$ cat src/include/idct_config.svh
`ifndef IDCT_CONFIG_SVH
`define IDCT_CONFIG_SVH

// data word, also the width of every partial and final sum
`define IDCT_WORD_WIDTH 32

// cosine constants are stored at this width and sign-extended on read
`define IDCT_COEF_WIDTH 8

`define IDCT_DIM 8     // block side
`define IDCT_CELLS 64  // IDCT_DIM squared

`endif
$ cat src/design/idctPkg.sv
`default_nettype none

`include "idct_config.svh"

package idctPkg;

   typedef logic signed [`IDCT_WORD_WIDTH-1:0] wordT;
   typedef logic [$clog2(`IDCT_DIM)-1:0] coordT;

   typedef struct packed {
      coordT row;
      coordT col;
   } cellT;

   typedef enum logic [2:0] {
      idle,
      load,
      rowPass,
      rowDrain,
      colPass,
      colDrain,
      unload
   } seqStateT;

   typedef struct packed {
      logic valid;
      logic first;  // restart the accumulator
      logic last;   // sum complete after this term
      logic toOut;  // column pass result
      cellT dest;
   } macTagT;

   typedef struct packed {
      logic valid;
      logic toOut;
      cellT dest;
      wordT value;
   } macResultT;

endpackage

`default_nettype wire

$ cat src/design/cosTable.sv
`timescale 1ns/1ps
`default_nettype none

`include "idct_config.svh"

module cosTable (
   input  logic          clk,
   input  idctPkg::cellT coefCell,
   output idctPkg::wordT coef
);

   // C[i][k] = round(128 * ck * cos((2i+1)k*pi/16)), row i, column k
   localparam logic signed [`IDCT_COEF_WIDTH-1:0] cosRom [`IDCT_CELLS] = '{
      8'sd91,  8'sd126,  8'sd118,  8'sd106,  8'sd91,  8'sd71,   8'sd49,   8'sd25,
      8'sd91,  8'sd106,  8'sd49,  -8'sd25,  -8'sd91, -8'sd126, -8'sd118, -8'sd71,
      8'sd91,  8'sd71,  -8'sd49,  -8'sd126, -8'sd91,  8'sd25,   8'sd118,  8'sd106,
      8'sd91,  8'sd25,  -8'sd118, -8'sd71,   8'sd91,  8'sd106, -8'sd49,  -8'sd126,
      8'sd91, -8'sd25,  -8'sd118,  8'sd71,   8'sd91, -8'sd106, -8'sd49,   8'sd126,
      8'sd91, -8'sd71,  -8'sd49,   8'sd126, -8'sd91, -8'sd25,   8'sd118, -8'sd106,
      8'sd91, -8'sd106,  8'sd49,   8'sd25,  -8'sd91,  8'sd126, -8'sd118,  8'sd71,
      8'sd91, -8'sd126,  8'sd118, -8'sd106,  8'sd91, -8'sd71,   8'sd49,  -8'sd25
   };

   always_ff @(posedge clk)
   begin
      coef <= idctPkg::wordT'(cosRom[{coefCell.row, coefCell.col}]);  // sign-extend
   end

   // the sequencer must hold a defined address in every state
   assert property (@(posedge clk) !$isunknown(coefCell));

endmodule

`default_nettype wire

$ cat config.mk
export PLATFORM = sky130hd
export DESIGN_NAME = cosTable
export DESIGN_NICKNAME = d
export VERILOG_FILES = /design/src/design/idctPkg.sv /design/src/design/cosTable.sv
export VERILOG_INCLUDE_DIRS = /design/src /design/src/include
export SDC_FILE = /design/constraint.sdc
export NUM_CORES = 1
export LEC_CHECK = 0
export BUFFER_PORTS_ARGS = -buffer_cell sky130_fd_sc_hd__buf_2
export CORE_ASPECT_RATIO = 0.7
export CORE_MARGIN = 5
export CORE_UTILIZATION = 57
export DETAILED_ROUTE_END_ITERATION = 12
export PLACE_DENSITY = 0.86
export SLEW_MARGIN = 20
export SYNTH_ARGS = -nofsm -noshare
export SYNTH_HDL_FRONTEND = slang
export SYNTH_SLANG_ARGS = --single-unit
$ cat constraint.sdc
create_clock -name clk -period 4.4 [get_ports clk]
set_input_delay 0.22 -clock clk [delete_from_list [all_inputs] [get_ports clk]]
set_output_delay 0.22 -clock clk [all_outputs]
set_load 0.05 [all_outputs]
==> out/results.ini <==
[run_status]
status = completed

[final_layout]
diodes = 0
area_growth_pct = 0.6365
fillCellCount = 201
top_register = coef
final_nets = 192
largest_registers = coef: 8 flops
utilization = 0.6226
largest_reg_flops = 8
drive_gt1_frac = 0.3488
layout.cells.non_filler = 204

[detailed_routing]
vias = 1275
drt_iter0_markers = 198
ant_nets = 0
top_layer = met4
dr_wl_met2_microns = 1636
vias_per_cell = 6.250
wl_met1_microns = 1379
drc_errors = 0
routed_wl_microns = 3561
met3_length_microns = 486
dr.pass1.iters = 5
wl_per_cell_microns = 17.46

[sta]
final-max-slew-violation-count = 0
fin_crit_ps = 1951
timing.setup.tns_ps = 0
finalCritPeriodShare = 0.4434
finalSetupViolCount = 0
worst_slew_pin_slew_ps = 701.6
timing.fmax_mhz = 512.6
hold_slack_ps = 401.4
timing.slew.headroom = 0.5323
hold_viol = 0
rsz0062_at_grt = false

[synth]
ys_types = 43
ys_seq_elements = 8
yosysWarnings = 0
synth.avg_cell_area_sq_um = 8.241
netlist_area_sq_um = 1376
syn_nets = 185
synth_cells = 167
yosysSeqAreaShare = 0.1164

[grt]
grt_use_total = 0.2067
grt_max_degree = 41
grt-ovfl-total = 0
antenna_found_initial = 0
grt_pass1_wl_microns = 5602
grt_pass1_vias = 1131

[pwr]
power_density_nw_per_um2 = 303.2
power_mw = 0.4200
internal-power_mw = 0.1849
clockPowerShare = 0.121
p_sw_mw = 0.2351
seqPwrFrac = 0.211
swShare = 0.5598
p_leak_nw = 0.6147
comb_power_share = 0.668
vdd_drop_max_mv = 0.1156

[hold_path]
hold-path-endpoint = coef[1]
min_path_cells = 2
hp-class = in2reg
worstHoldStart = coefCell[5]

[floorplan]
die_w_microns = 68.73
die_area_sq_um = 3513
core-area_sq_um = 2225
die_h_microns = 51.11
start_util = 0.6187
io_pins = 39
placement_rows = 14

[critical_path]
crit_fanout = 14
endpoint_kind = flop
required_ps = 4510
slowest_stage = mux4_2
critical_path_class = in2reg
worstPathArrival_ps = 2060
cp_cell_sequence = buf_2 > inv_1 > ha_1 > nand2_1 > a21oi_1 > a21oi_1 > mux4_2
critical_path_buf_inv_count = 2
crit_path_start_kind = input port
slowest_delay_ps = 490
worst_path_dominant_cell_family = multiplexers
cpMostUsedCell = a21oi_1

[clock_tree]
h-tree-depth = 1
clk_pin_slew_worst_paths_ps = 50
cts.sinks = 8
cts_inserted_buffers = 3
cts_resized = 0
postCtsSetupRepairBufs = 0
ctsHoldBuffers = 0
root_buffer = clkbuf_4
cts_buffer_depth = 2
cts_tree = yes

[placement]
io_buffers = 38
dp_hpwl_microns = 2688
place_inst = 201
place_congestion = 1.026

[job]
max_cap_violations = 0

==> cells by family (layout without fill, tap and decap cells) <==
kind of cell,Yosys count,count (layout),share of synthesized area
AO/OA/AOI/OAI,50,50,0.2545
multiplexers,13,13,0.1618
AND/OR/NAND/NOR,37,37,0.1464
adder cells (fa/ha/maj),11,11,0.1000
XOR/XNOR,3,3,0.01909
flip-flops,8,8,0.1164
buffers and inverters,45,50,0.2018
==> cell usage in the layout (no fill, tap or decap), types with 3 or more instances in the layout <==
| cell type | instances |
|---|---|
| a211oi_1 | 4 |
| a21oi_1 | 9 |
| a31oi_1 | 3 |
| buf_2 | 38 |
| clkbuf_4 | 3 |
| dfxtp_1 | 8 |
| ha_1 | 11 |
| inv_1 | 6 |
| inv_2 | 3 |
| mux2_2 | 4 |
| mux4_2 | 7 |
| nand2_1 | 10 |
| nand2b_1 | 6 |
| nor2_1 | 3 |
| nor2b_1 | 6 |
| nor3_1 | 6 |
| o211ai_1 | 3 |
| o21ai_0 | 9 |
| o22ai_1 | 3 |
==> power groups by stage <==
stage | Clock, mW | Combinational, mW | Sequential, mW
floorplan | 0 | 0.222 | 0.126
global route | 0.0545 | 0.294 | 0.0906
detailed placement | 0 | 0.277 | 0.0904
finish | 0.0506 | 0.281 | 0.0887
global placement | 0 | 0.274 | 0.0897
CTS | 0.0528 | 0.278 | 0.0890
==> area by class of cell <==
class | instances | area (sq um) | area share
Multi-Input combinational cell | 114 | 938.4 | 0.6775
Clock buffer | 3 | 22.52 | 0.01626
Inverter | 9 | 33.78 | 0.02439
Sequential cell | 8 | 160.2 | 0.1156
Timing Repair Buffer | 38 | 190.2 | 0.1373
Tap cell | 32 | 40.04 | 0.02891
==> routing by layer <==
metal / GRT usage / up-vias
met5: 0 / -
li1: - / 606
met3: 0.05921 / 10
met1: 0.2823 / 563
met4: 0.07443 / 0
met2: 0.3090 / 96
==> worst max-delay path by stage <==
stage / slack, ps / depth (start not counted) / from / end
after global placement: 2350 / 6 / coefCell[1] / coef[0]
after CTS: 2490 / 7 / coefCell[1] / coef[3]
after floorplan: 2590 / 6 / coefCell[0] / coef[0]
after detailed placement: 2250 / 7 / coefCell[1] / coef[3]
after global routing: 2320 / 7 / coefCell[1] / coef[3]
final: 2450 / 7 / coefCell[1] / coef[3]
==> cell usage after synthesis <==
library cell	instances	area share
or3b_2	1	0.0064
inv_1	6	0.016
o32ai_1	1	0.0064
a311oi_1	1	0.0064
o2bb2ai_1	1	0.0064
a2bb2oi_1	1	0.0064
a221o_1	1	0.0073
or3b_1	1	0.0064
o31ai_1	2	0.011
nor2_1	3	0.0082
or2_2	1	0.0045
buf_4	26	0.14
a311o_1	2	0.015
a31o_1	1	0.0064
nand2_1	10	0.027
mux2_2	4	0.033
nor3b_1	1	0.0055
mux4_2	7	0.11
o21ai_0	9	0.033
a31oi_1	3	0.014
nand2b_1	6	0.027
ha_1	11	0.10
inv_2	3	0.0082
a21boi_0	2	0.011
a221oi_1	2	0.013
xor2_1	2	0.013
o31a_1	1	0.0064
nor3_1	6	0.022
nor2b_1	6	0.027
a211oi_1	4	0.022
mux2i_1	2	0.015
nand3b_1	1	0.0055
and4_1	1	0.0064
o221a_2	1	0.0082
o22ai_1	3	0.014
o211ai_1	3	0.016
clkbuf_1	1	0.0027
xnor2_1	1	0.0064
dfxtp_1	8	0.12
o41ai_1	1	0.0064
a21oi_1	9	0.033
buf_2	9	0.033
o21ba_2	2	0.015
==> metrics by stage <==
step                      cell area [sq um]  setup WS [ps]
final                                  1385           2449
after CTS                              1385           2491
after floorplan                        1376           2594
after global placement                 1363           2354
after detailed placement               1363           2250
after global routing                   1385           2324
Power figures use the tool's default switching activity.
