===== config.mk =====
export PLATFORM = sky130hd
export DESIGN_NAME = idctSequencer
export DESIGN_NICKNAME = d
export VERILOG_FILES = /design/src/design/idctPkg.sv /design/src/design/idctSequencer.sv
export VERILOG_INCLUDE_DIRS = /design/src /design/src/include
export SDC_FILE = /design/constraint.sdc
export NUM_CORES = 1
export LEC_CHECK = 0
export ABC_AREA = 1
export BUFFER_PORTS_ARGS = -buffer_cell sky130_fd_sc_hd__buf_2
export CAP_MARGIN = 20
export CORE_MARGIN = 5
export CORE_UTILIZATION = 52
export CTS_CLUSTER_SIZE = 14
export DETAILED_ROUTE_END_ITERATION = 7
export HOLD_SLACK_MARGIN = 0.1
export PLACE_DENSITY = 0.84
export SLEW_MARGIN = 15
export SYNTH_ARGS = -nofsm -noshare
export SYNTH_HDL_FRONTEND = slang
export SYNTH_SLANG_ARGS = --single-unit
export TNS_END_PERCENT = 10

===== constraint.sdc =====
create_clock -name clk -period 3.8 [get_ports clk]
set_input_delay 0.76 -clock clk [delete_from_list [all_inputs] [get_ports clk]]
set_output_delay 0.76 -clock clk [all_outputs]
set_load 0.1 [all_outputs]

===== src/include/idct_config.svh =====
`ifndef IDCT_CONFIG_SVH
`define IDCT_CONFIG_SVH

// data word, also the width of every partial and final sum
`define IDCT_WORD_WIDTH 32

// cosine constants are stored at this width and sign-extended on read
`define IDCT_COEF_WIDTH 8

`define IDCT_DIM 8     // block side
`define IDCT_CELLS 64  // IDCT_DIM squared

`endif

===== src/design/idctPkg.sv =====
`default_nettype none

`include "idct_config.svh"

package idctPkg;

   typedef logic signed [`IDCT_WORD_WIDTH-1:0] wordT;
   typedef logic [$clog2(`IDCT_DIM)-1:0] coordT;

   typedef struct packed {
      coordT row;
      coordT col;
   } cellT;

   typedef enum logic [2:0] {
      idle,
      load,
      rowPass,
      rowDrain,
      colPass,
      colDrain,
      unload
   } seqStateT;

   typedef struct packed {
      logic valid;
      logic first;  // restart the accumulator
      logic last;   // sum complete after this term
      logic toOut;  // column pass result
      cellT dest;
   } macTagT;

   typedef struct packed {
      logic valid;
      logic toOut;
      cellT dest;
      wordT value;
   } macResultT;

endpackage

`default_nettype wire


===== src/design/idctSequencer.sv =====
`timescale 1ns/1ps
`default_nettype none

`include "idct_config.svh"

module idctSequencer (
   input  logic            clk,
   input  logic            reset,
   input  logic            start,
   output logic            reading,
   output logic            done,
   output logic            loadEn,
   output idctPkg::cellT   loadCell,
   output logic            readTemp,
   output idctPkg::cellT   operandCell,
   output idctPkg::cellT   coefCell,
   output idctPkg::macTagT tag,
   output idctPkg::cellT   unloadCell
);

   localparam int cntWidth = $clog2(`IDCT_CELLS * `IDCT_DIM);
   localparam logic [cntWidth-1:0] lastTerm = cntWidth'(`IDCT_CELLS * `IDCT_DIM - 1);
   localparam logic [cntWidth-1:0] lastCell = cntWidth'(`IDCT_CELLS - 1);
   localparam logic [cntWidth-1:0] lastDrain = cntWidth'(2);  // mac latency minus one

   idctPkg::seqStateT state;
   logic [cntWidth-1:0] termCnt;
   idctPkg::coordT rowIdx;    // output row j
   idctPkg::coordT colIdx;    // output column i
   idctPkg::coordT kIdx;      // summation index
   logic passActive;
   logic countEnd;

   assign {rowIdx, colIdx, kIdx} = termCnt;

   always_comb
   begin
      case (state)
         idctPkg::rowPass, idctPkg::colPass:
            countEnd = termCnt == lastTerm;
         idctPkg::rowDrain, idctPkg::colDrain:
            countEnd = termCnt == lastDrain;
         default:
            countEnd = termCnt == lastCell;
      endcase
   end

   always_ff @(posedge clk or posedge reset)
   begin
      if (reset)
      begin
         state <= idctPkg::idle;
         termCnt <= '0;
         done <= 1'b0;
      end
      else
      begin
         done <= (state == idctPkg::unload) || (state == idctPkg::colDrain && countEnd);
         if (countEnd || state == idctPkg::idle)
         begin
            termCnt <= '0;
         end
         else
         begin
            termCnt <= termCnt + cntWidth'(1);
         end
         case (state)
            idctPkg::idle:
               if (start)
                  state <= idctPkg::load;
            idctPkg::load:
               if (countEnd)
                  state <= idctPkg::rowPass;
            idctPkg::rowPass:
               if (countEnd)
                  state <= idctPkg::rowDrain;
            idctPkg::rowDrain:
               if (countEnd)
                  state <= idctPkg::colPass;  // temp block complete
            idctPkg::colPass:
               if (countEnd)
                  state <= idctPkg::colDrain;
            idctPkg::colDrain:
               if (countEnd)
                  state <= idctPkg::unload;
            idctPkg::unload:
               if (countEnd)
                  state <= idctPkg::idle;
            default:
               state <= idctPkg::idle;
         endcase
      end
   end

   assign reading = state == idctPkg::load;
   assign loadEn = reading;
   assign loadCell = '{row: colIdx, col: kIdx};  // count below 64 here
   assign unloadCell = '{row: colIdx, col: kIdx};

   assign passActive = state == idctPkg::rowPass || state == idctPkg::colPass;
   assign readTemp = state == idctPkg::colPass;

   // row pass In[j][k] * C[i][k], column pass Temp[k][i] * C[j][k]
   assign operandCell = readTemp ? '{row: kIdx, col: colIdx} : '{row: rowIdx, col: kIdx};
   assign coefCell = readTemp ? '{row: rowIdx, col: kIdx} : '{row: colIdx, col: kIdx};

   assign tag.valid = passActive;
   assign tag.first = kIdx == '0;
   assign tag.last = kIdx == idctPkg::coordT'(`IDCT_DIM - 1);
   assign tag.toOut = readTemp;
   assign tag.dest = '{row: rowIdx, col: colIdx};

   assert property (@(posedge clk) disable iff (reset)
      state inside {idctPkg::idle, idctPkg::load, idctPkg::rowPass, idctPkg::rowDrain,
                    idctPkg::colPass, idctPkg::colDrain, idctPkg::unload});

   assert property (@(posedge clk) disable iff (reset) !(done && reading));

endmodule

`default_nettype wire


==> flow_summary.yaml <==
timing:
  fmax_ghz: 0.356
  max_slew_margin: 0.657
  worst_slack_ps: 994
  post-route-min-period_ps: 2810
  final-hold-violation-count: 0
  setup_violations: 0
  worstMarginPinSlew_ps: 513
  setup-tns-final_ps: 0
  min_period_over_period: 0.738
  maxSlewViolCount: 0
  clock_skew_ps: 2.09
  rsz0062_at_grt: "false"
detailed_routing:
  vias: 963
  drt_wl_total_um: 2390
  drt-initial-drc-count: 12
  drt_pass1_iterations: 4
  wl_per_cell_um: 11.9
  drt-vias-per-instance: 4.82
  drc: 0
  ant_nets: 0
critical_path:
  r2r_start: "state[1]"
  startpoint: "state[1]"
  critPathArrivalTime_ps: 2050
  worst-path-max-fanout: 20
  r2r_slack_ps: 1920
  cp.required_ps: 3040
  cp-end-kind: "output pin"
  critPathKind: "reg -> out"
  crit_path_start_kind: "register"
floorplan:
  die_h_um: 56.2
  rows: 16
  start_util: 0.554
  core_area_mm2: 0.00200
  die_w_um: 56.2
  die_area_mm2: 0.00316
  pin_count: 41
logic_synthesis:
  synth_area_mm2: 0.00111
  synthTopCellsByArea: "dfrtp_1 29%, nand2_1 12%, buf_4 10%"
  netlist_instances: 149
  synthFlopType: "dfrtp_1"
  synth_top_cell_by_area: "dfrtp_1"
  ys_ff_latch: 13
  avgSynthCellArea_um2: 7.45
  yosysMostFrequentCell: "nand2_1"
  synth-edff-count: 0
  synthArstFlopShare: 1.00
  ys_warn_count: 0
  yosysTopAreaCellShare: 0.293
  ys_types: 23
  synthesis.nets: 155
  ys_top_cells_by_count: "36 x nand2_1, 16 x nor2_1, 15 x buf_4"
  synth-seq-area-share: 0.293
clock_network:
  holdBufCountCts: 0
  cts_tree: "yes"
  clk_latency_ps: 270
  post-cts-setup-buffers: 0
  clk_path_buf_depth: 2
  ctsResizeCount: 0
  cts_htree_levels: 1
  cts_sinks: 13
  root_buffer: "clkbuf_4"
  cts_buffers: 3
  clk_pin_slew_ps: 80
outcome:
  status: "completed"
layout:
  syn_to_final_growth_pct: 9.36
  final_cell_area_mm2: 0.00121
  antenna_cells: 0
  fin_cells: 200
  final_layout_size_suffix_gt1_frac: 0.382
  fillerInstances: 202
  fin_nets: 180
job:
  max-cap-violations: 0
placed_design:
  port_buffers: 40
  dpl_cell_area_mm2: 0.00119
  placed_cells: 196
  hpwl_um: 1920
  dpl_worst_slack_ps: 1290
  globalplace.congestion: 0.810
global_routing:
  grt_max_degree: 21
  grt_antenna_before_repair: 0
  grt_pass1_vias: 849
  grt_pass1_wl_um: 3950
  overflow: 0
  grt_usage: 0.152
hold_path:
  hold_class: "in -> async"
## cell families after synthesis
family                     Yosys count  synth area share
adders and majority gates            3            0.0338
AOI/OAI and AO/OA                   15            0.0789
xor gates and xnor gates             3            0.0237
and+or+nand+nor                     76             0.363
DFF                                 13             0.293
buffers and inverters               39             0.207
## sequential cells by signal, indices dropped and copies added, names as in the netlist
register and count:
termCnt 9, done 1, state 3
## worst max-delay path, stage by stage, from the launching register on
cell     delay (ps)
dfrtp_1         560
nor2_1           90
nand2_1         400
inv_1           160
o21ai_1         130
buf_2           430
## through the flow
stage / hold slack (ps) / util
floorplan: 574 / -
global placement: 604 / 0.593
detailed placement: 619 / 0.593
CTS: 502 / 0.606
global route: 527 / 0.606
finish: 493 / 0.606
## cell type report
type,instances,area [µm²],share of cell area
Clock buffer,4,26.3,0.0216
Inverter,19,73.8,0.0608
Multi-Input combinational cell,97,554,0.457
Sequential cell,13,325,0.268
Tap cell,27,33.8,0.0278
Timing Repair Buffer,40,200,0.165
## layout by cell type (no fill, tap or decap)
cell and count:
a21oi_1 3, a21oi_4 1, buf_2 40, clkbuf_1 1, clkbuf_4 3, dfrtp_1 13
ha_1 3, inv_1 12, inv_2 6, inv_4 1, nand2_1 36, nand2_2 1
nand2_4 3, nand3_1 9, nand3_2 4, nand3_4 1, nor2_1 16, nor3_2 4
nor3_4 1, o21ai_0 9, o21ai_1 1, o22ai_1 1, or2_4 1, xor2_1 3
## routing by layer
metal	track usage	wire [µm]
met1	0.194	1030
met2	0.255	1210
met4	0.0508	23
met3	0.0302	124
met5	0	0
## path summary, 6_finish.rpt
check	to	cells past startpoint
min in group clk	termCnt[0]	1
setup reg to reg	state[1]	9
max in group asynchronous	state[1]	2
setup / recovery	coefCell[4]	5
hold reg to reg	termCnt[0]	1
hold / removal	termCnt[6]	2
Power is not shown: default switching activity piles up to over one toggle a cycle in this logic, so the estimate is an artifact.
