File: config.mk
export PLATFORM = sky130hd
export DESIGN_NAME = macUnit
export DESIGN_NICKNAME = d
export VERILOG_FILES = /design/src/design/idctPkg.sv /design/src/design/macUnit.sv
export VERILOG_INCLUDE_DIRS = /design/src /design/src/include
export SDC_FILE = /design/constraint.sdc
export NUM_CORES = 1
export LEC_CHECK = 0
export BUFFER_PORTS_ARGS = -buffer_cell sky130_fd_sc_hd__buf_2
export CORE_MARGIN = 2
export CORE_UTILIZATION = 55
export CTS_BUF_LIST = sky130_fd_sc_hd__clkbuf_16
export DETAILED_ROUTE_END_ITERATION = 12
export PLACE_DENSITY = 0.73
export SLEW_MARGIN = 20
export SYNTH_ARGS = -nofsm -noshare
export SYNTH_HDL_FRONTEND = slang
export SYNTH_SLANG_ARGS = --single-unit
File: constraint.sdc
create_clock -name clk -period 3.8 [get_ports clk]
set_input_delay 0.76 -clock clk [delete_from_list [all_inputs] [get_ports clk]]
set_output_delay 0.76 -clock clk [all_outputs]
set_load 0.02 [all_outputs]
File: src/include/idct_config.svh
`ifndef IDCT_CONFIG_SVH
`define IDCT_CONFIG_SVH

// data word, also the width of every partial and final sum
`define IDCT_WORD_WIDTH 32

// cosine constants are stored at this width and sign-extended on read
`define IDCT_COEF_WIDTH 8

`define IDCT_DIM 8     // block side
`define IDCT_CELLS 64  // IDCT_DIM squared

`endif
File: src/design/idctPkg.sv
`default_nettype none

`include "idct_config.svh"

package idctPkg;

   typedef logic signed [`IDCT_WORD_WIDTH-1:0] wordT;
   typedef logic [$clog2(`IDCT_DIM)-1:0] coordT;

   typedef struct packed {
      coordT row;
      coordT col;
   } cellT;

   typedef enum logic [2:0] {
      idle,
      load,
      rowPass,
      rowDrain,
      colPass,
      colDrain,
      unload
   } seqStateT;

   typedef struct packed {
      logic valid;
      logic first;  // restart the accumulator
      logic last;   // sum complete after this term
      logic toOut;  // column pass result
      cellT dest;
   } macTagT;

   typedef struct packed {
      logic valid;
      logic toOut;
      cellT dest;
      wordT value;
   } macResultT;

endpackage

`default_nettype wire

File: src/design/macUnit.sv
`timescale 1ns/1ps
`default_nettype none

module macUnit (
   input  logic               clk,
   input  logic               reset,
   input  idctPkg::macTagT    tag,
   input  idctPkg::wordT      operand,
   input  idctPkg::wordT      coef,
   output idctPkg::macResultT result
);

   idctPkg::macTagT tagD1;    // lines up with operand and coef
   idctPkg::macTagT tagD2;    // lines up with product
   idctPkg::wordT   product;
   idctPkg::wordT   acc;
   idctPkg::wordT   sum;

   assign sum = tagD2.first ? product : acc + product;

   always_ff @(posedge clk or posedge reset)
   begin
      if (reset)
      begin
         tagD1 <= '0;
         tagD2 <= '0;
         result <= '0;
      end
      else
      begin
         tagD1 <= tag;
         tagD2 <= tagD1;
         result.valid <= tagD2.valid && tagD2.last;
         result.toOut <= tagD2.toOut;
         result.dest <= tagD2.dest;
         result.value <= sum;
      end
   end

   always_ff @(posedge clk)
   begin
      product <= operand * coef;  // low 32 bits only
      if (tagD2.valid)
      begin
         acc <= sum;
      end
   end

   // a closed sum is never continued by a stray term
   assert property (@(posedge clk) disable iff (reset)
      tag.valid && tag.last |=> !tag.valid || tag.first);

endmodule

`default_nettype wire

==> results of run 1 <==
-- state kept, by name (all words and copies together) (netlist names) --
register and count:
acc 32, tagD2 10, tagD1 10, product 32, result 40
-- routing by layer --
| metal | GRT usage [%] | up-vias | wire length (um) |
|---|---|---|---|
| met5 | 0 | - | 0 |
| met1 | 38.3 | 8242 | 23300 |
| met3 | 4.03 | 146 | 3960 |
| met2 | 51.1 | 670 | 28800 |
| li1 | - | 7307 | - |
| met4 | 10.6 | 0 | 2100 |
-- layout by cell type (no fill, tap or decap), types with 9 or more instances in the layout --
cell / synthesis / layout
a21o_1: 29 / 29
ha_4: 0 / 43
buf_12: 0 / 20
dfrtp_1: 60 / 59
clkbuf_16: 0 / 19
buf_4: 0 / 211
o21ai_1: 8 / 9
nor2_1: 27 / 18
buf_6: 1 / 44
nand3_1: 12 / 9
dfxtp_1: 32 / 32
fa_1: 409 / 374
fa_2: 0 / 35
nor3_1: 13 / 9
and2_1: 352 / 324
buf_2: 0 / 76
a21oi_1: 45 / 29
ha_1: 181 / 135
edfxtp_1: 32 / 32
o21ai_0: 36 / 31
a21oi_2: 0 / 15
buf_8: 0 / 12
xnor2_1: 78 / 74
xor2_1: 28 / 27
nand2_1: 226 / 222
and2_4: 0 / 28
inv_2: 0 / 31
inv_1: 445 / 414
-- repair_timing --
| action | CTS | global route |
|---|---|---|
| buffers inserted | 20 | 14 |
| pin swaps | 103 | 100 |
| resized for setup | 210 | 93 |
| cloned | 4 | 0 |
| setup endpoints to repair | 26 | 26 |
-- stage by stage --
step	TNS, ns	std cells	area [um^2]	setup WS (ns)
after global placement	-67.80	2983	24500	-3.37
after detailed placement	-69.98	2983	24500	-3.41
final	-55.03	3047	26500	-2.76
after global routing	-57.96	3046	26500	-2.93
after floorplan	-54.87	2223	22000	-2.97
after CTS	-53.05	3037	26200	-2.72
-- final cells by class --
type / instances / area, um^2 / share of cell area [%]
Timing Repair Buffer: 370 / 3180 / 12.0
Clock inverter: 13 / 110 / 0.415
Tap cell: 518 / 648 / 2.44
Multi-Input combinational cell: 1557 / 17300 / 65.4
Clock buffer: 19 / 475 / 1.79
Sequential cell: 124 / 3100 / 11.7
Antenna cell: 1 / 2.50 / 0.00943
Inverter: 445 / 1670 / 6.29
-- final timing paths --
check	slack, ns	from	cells after the start	to
setup / recovery	-2.76	operand[10]	21	product[31]
setup reg to reg	0.72	acc[0]	11	acc[30]
max in group asynchronous	2.59	reset	3	result[8]
hold reg to reg	0.34	tagD2[0]	0	result[32]
min in group asynchronous	0.41	reset	2	result[39]
hold / removal	0.34	tagD2[0]	0	result[32]
-- cell families (layout without fill, tap and decap cells) --
logic type / count (synthesis) / in the layout / share of synthesized area, %
AO/OA/AOI/OAI: 191 / 191 / 6.22
XOR/XNOR: 106 / 106 / 4.33
adder cells (fa/ha/maj): 590 / 590 / 48.7
buffers and inverters: 542 / 847 / 9.63
flip-flops: 124 / 124 / 14.5
multiplexers: 3 / 3 / 0.152
other: 0 / 1 / 0
AND/OR/NAND/NOR: 667 / 667 / 16.5
==> results.ini, run 1 <==
[sta]
rsz0062_at_grt=true
clock_skew_ns=0.00734
period_needed_ns=6.56
fin_ws_ns=-2.76
timing.final.crit_share_pct=173
finalSetupViolCount=25
slew-limit-headroom_pct=44.3
max_clock_freq_mhz=152
worst_slew_pin_slew_ns=0.835
drv_slew=0
holdWs_ns=0.343
hold_viol_final=0

[grt]
grt_pass1_wl_mm=93.9
antenna_found_initial=0
grt_max_degree=45
grt-ovfl-total=0
grt_pass1_vias=18000
grtUsageTotal_pct=29.6

[route]
viasPerCell=5.37
avgRoutedWirePerCell_um=19.1
vias=16400
drtAntennaViolNets=0
remaining_drc_errors=0
drtPass1Iterations=5
drt_iter0_markers=909
wl_mm=58.2

[job]
cap_violations=0

[synthesis]
synthTopCellsByCount=445 x inv_1, 409 x fa_1, 352 x and2_1
yosysTopAreaCellShare_pct=38.2
syn-num-nets=2889
synth_area_mm2=0.0215
synth.avg_cell_area_um2=9.65
ys.flop_type=dfrtp_1
synthCells=2223
ys_warn_count=0
yosysUniqueCellTypes=75
synthMostInstantiatedCell=inv_1
async_flop_share_pct=48.4
synth_seq_cells=124
synth_edf_count=32
yosysTopAreaCell=fa_1
yosysSeqAreaShare_pct=14.5
yosys-top-cells-area=fa_1 38%, ha_1 11%, and2_1 10%, inv_1 7.8%, dfrtp_1 7.0%

[layout]
fin_nets=3181
area_delta_synth_final_pct=23.7
final_util_pct=68.8
drive_gt1_share_pct=24.8
fillers=2833

[floorplan]
initial_utilization_pct=55.7
die_w_um=202
ioPinCount=116
die_h_um=202
row_count=72
core_area_mm2=0.0386
dieArea_mm2=0.0406

[placement]
gp_congestion=0.980
io_buffers=115
dp_hpwl_mm=46.9

[critical_path]
crit_required_ns=4.15
crit_path_frequent_cell=fa_1
path_cells=buf_12 > and2_4 > fa_1 > fa_1 > inv_2 > fa_1 > fa_1 > fa_1 > inv_2 > fa_1 > fa_1 > fa_1 > ha_4 > a21o_1 > a21o_1 > a21o_1 > a21o_1 > a21o_1 > a221o_1 > a21oi_2 > xnor2_1
crit_fanout=16
crit_arrival_ns=6.91
worst_path_largest_cell_delay_ns=0.58
path_class=in -> reg
worst_path_max_delay_cell=fa_1
cp_num_buf_inv=3
cp-start-kind=input pin
cp-end-kind=register
critPathTopFamily=adder cells

[min_path]
worstHoldPathType=reg -> reg

[run_status]
violations=negative setup slack
status=complete, but fails checks

[clocking]
root_buffer=clkbuf_16
cts_tree=done
cts.sinks=124
clk_path_buf_depth=2
hold_buffers=0
htree_levels=4
cts_made_buffers=17
clk_pin_slew_worst_paths_ns=0.05
clock_latency_ns=0.42

Power of run 1 is left out: the tool's default activity adds up to more than one toggle a clock period on the data nets, which glitch-free logic cannot reach.
==> run 2: changes to the inputs <==
--- a/config.mk
+++ b/config.mk
@@ -7,6 +7,7 @@
 export NUM_CORES = 1
 export LEC_CHECK = 0
 export BUFFER_PORTS_ARGS = -buffer_cell sky130_fd_sc_hd__buf_2
+export CORE_ASPECT_RATIO = 0.9
 export CORE_MARGIN = 2
 export CORE_UTILIZATION = 55
 export CTS_BUF_LIST = sky130_fd_sc_hd__clkbuf_16
==> results.ini, run 2 (synthesis results as in run 1) <==
[critical_path]
crit_arrival_ns=6.91  ; about the same
path_class=in -> reg
cp-start-kind=input pin
critPathLaunch=operand[16]
crit_fanout=9  ; -7
worstReg2RegStart=acc[0]
cp-end-kind=register
crit_required_ns=4.11  ; -0.04 ns

[floorplan]
dieArea_mm2=0.0406  ; about the same
die_h_um=191  ; -5.0%
core_area_mm2=0.0384  ; -0.48%
row_count=68  ; -5.6%
ioPinCount=116  ; unchanged
die_w_um=212  ; +5.3%
initial_utilization_pct=55.9  ; +0.27 points

[sta]
max_clock_freq_mhz=151  ; -0.66%
timing.final.crit_share_pct=174  ; +1.1 points
hold_viol_final=0  ; unchanged
drv_slew=0  ; unchanged
clock_skew_ns=0.0109  ; +0.00357 ns
finalSetupViolCount=26  ; +4.0%
fin_ws_ns=-2.80  ; -0.0435 ns
rsz0062_at_grt=true
worst_slew_pin_slew_ns=0.879  ; +0.0439 ns
tns_ns=-53.69  ; +1.35 ns
slew-limit-headroom_pct=41.3  ; -3.0 points
period_needed_ns=6.60  ; +0.0435 ns

[grt]
grtUsageTotal_pct=29.5  ; -0.069 points
grt-ovfl-total=0  ; unchanged
grt_max_degree=57  ; +27%
antenna_found_initial=2  ; +2
grt_pass1_wl_mm=92.7  ; -1.3%
grt_pass1_vias=18100  ; +0.45%

[clocking]
htree_levels=4  ; unchanged
clock_latency_ns=0.41  ; about the same
clk_path_buf_depth=2  ; unchanged
cts_made_buffers=17  ; unchanged
cts.sinks=124  ; unchanged
cts_tree=done
root_buffer=clkbuf_16
clk_pin_slew_worst_paths_ns=0.06  ; about the same

[layout]
layout_common_cells=418 x inv_1, 368 x fa_1, 313 x and2_1
regMostFlops=result
largest_register_ffs=40  ; unchanged
layout_commonest_cell=inv_1
drive_gt1_share_pct=25.6  ; +0.80 points
area_delta_synth_final_pct=25.3
largestRegisters=result: 40 flops, acc: 32 flops, product: 32 flops
fin_nets=3192  ; +0.35%

[min_path]
worstHoldPathType=reg -> reg
min_from=tagD1[4]

[route]
remaining_drc_errors=0  ; unchanged
avgRoutedWirePerCell_um=18.9  ; -1.0%
vias=16400  ; +0.15%
drtAntennaViolNets=0  ; unchanged
drt_iter0_markers=1045  ; +15%
wl_mm=57.9  ; -0.40%
viasPerCell=5.35  ; -0.47%
drtPass1Iterations=5  ; unchanged

[run_status]
status=complete, but fails checks
violations=negative setup slack

[job]
cap_violations=0  ; unchanged

[placement]
preCtsSetupSlack_ns=-3.41  ; -0.00210 ns
dp_hpwl_mm=45.6  ; -2.8%
gp_congestion=0.915  ; -6.6%
io_buffers=115  ; unchanged

run 2: cell types whose count changed in the layout (fill, tap and decap cells not counted), sizes merged:
cell and delta:
inv +1, diode +1, clkinvlp -1, bufinv +2, clkinv -1, buf +7, clkbuf +3
run 2: repair_timing:
action	CTS	global route
buffers inserted	24	13
cloned	5	6
setup endpoints to repair	27	26
hold buffers	0	0
resized for setup	199	123
pin swaps	112	90
run 2: worst max-delay path, cell delays in order:
cell	delay (ns)
buf_4	0.16
and2_4	0.17
fa_1	0.50
fa_1	0.49
inv_1	0.05
fa_1	0.47
fa_1	0.57
inv_2	0.04
fa_1	0.47
inv_1	0.05
fa_1	0.47
inv_1	0.05
fa_1	0.45
fa_1	0.51
ha_4	0.32
nand3_4	0.09
nor2_4	0.13
nand2_1	0.07
o2111a_2	0.30
o31ai_4	0.35
a221o_1	0.23
a21oi_2	0.07
xnor2_1	0.12
run 2: layer usage:
metal  wire length (um)  vias to the layer above  share of wire [%]  GRT usage, %
met3               2840                      155                4.9          3.22
met2              29500                      542                 51          53.1
met1              22600                     8352                 39          36.1
met5                  0                        -                  0             0
li1                   -                     7341                  -             -
met4               2950                        0                5.1          12.6
run 2: layout make-up:
cell class                      instances  area [um^2]
Antenna cell                            2         5.00
Clock buffer                           18          450
Clock inverter                         14          166
Fill cell                            2744        11500
Inverter                              445         1670
Multi-Input combinational cell       1557        17400
Sequential cell                       124         3100
Tap cell                              525          657
Timing Repair Buffer                  381         3450
run 2: worst paths after layout:
kind | to | slack, ns | cells past startpoint
worst max register to register | acc[28] | 0.64 | 11
worst min-delay path | tagD2[4] | 0.35 | 0
min in group asynchronous | result[11] | 0.53 | 2
worst max-delay path | product[31] | -2.80 | 23
max in group asynchronous | tagD1[0] | 2.49 | 3
worst min register to register | tagD2[4] | 0.35 | 0
run 2: through the flow:
stage	instance area, um^2	hold WS (ns)	std cells	util, %
after floorplan	22000	0.331	2223	-
after global placement	24500	0.331	2988	63.8
after detailed placement	24500	0.335	2988	63.8
after CTS	26200	0.348	3048	68.3
after global routing	26900	0.356	3065	70.1
final	26900	0.348	3066	70.1
Power of run 2 is left out for the same reason.
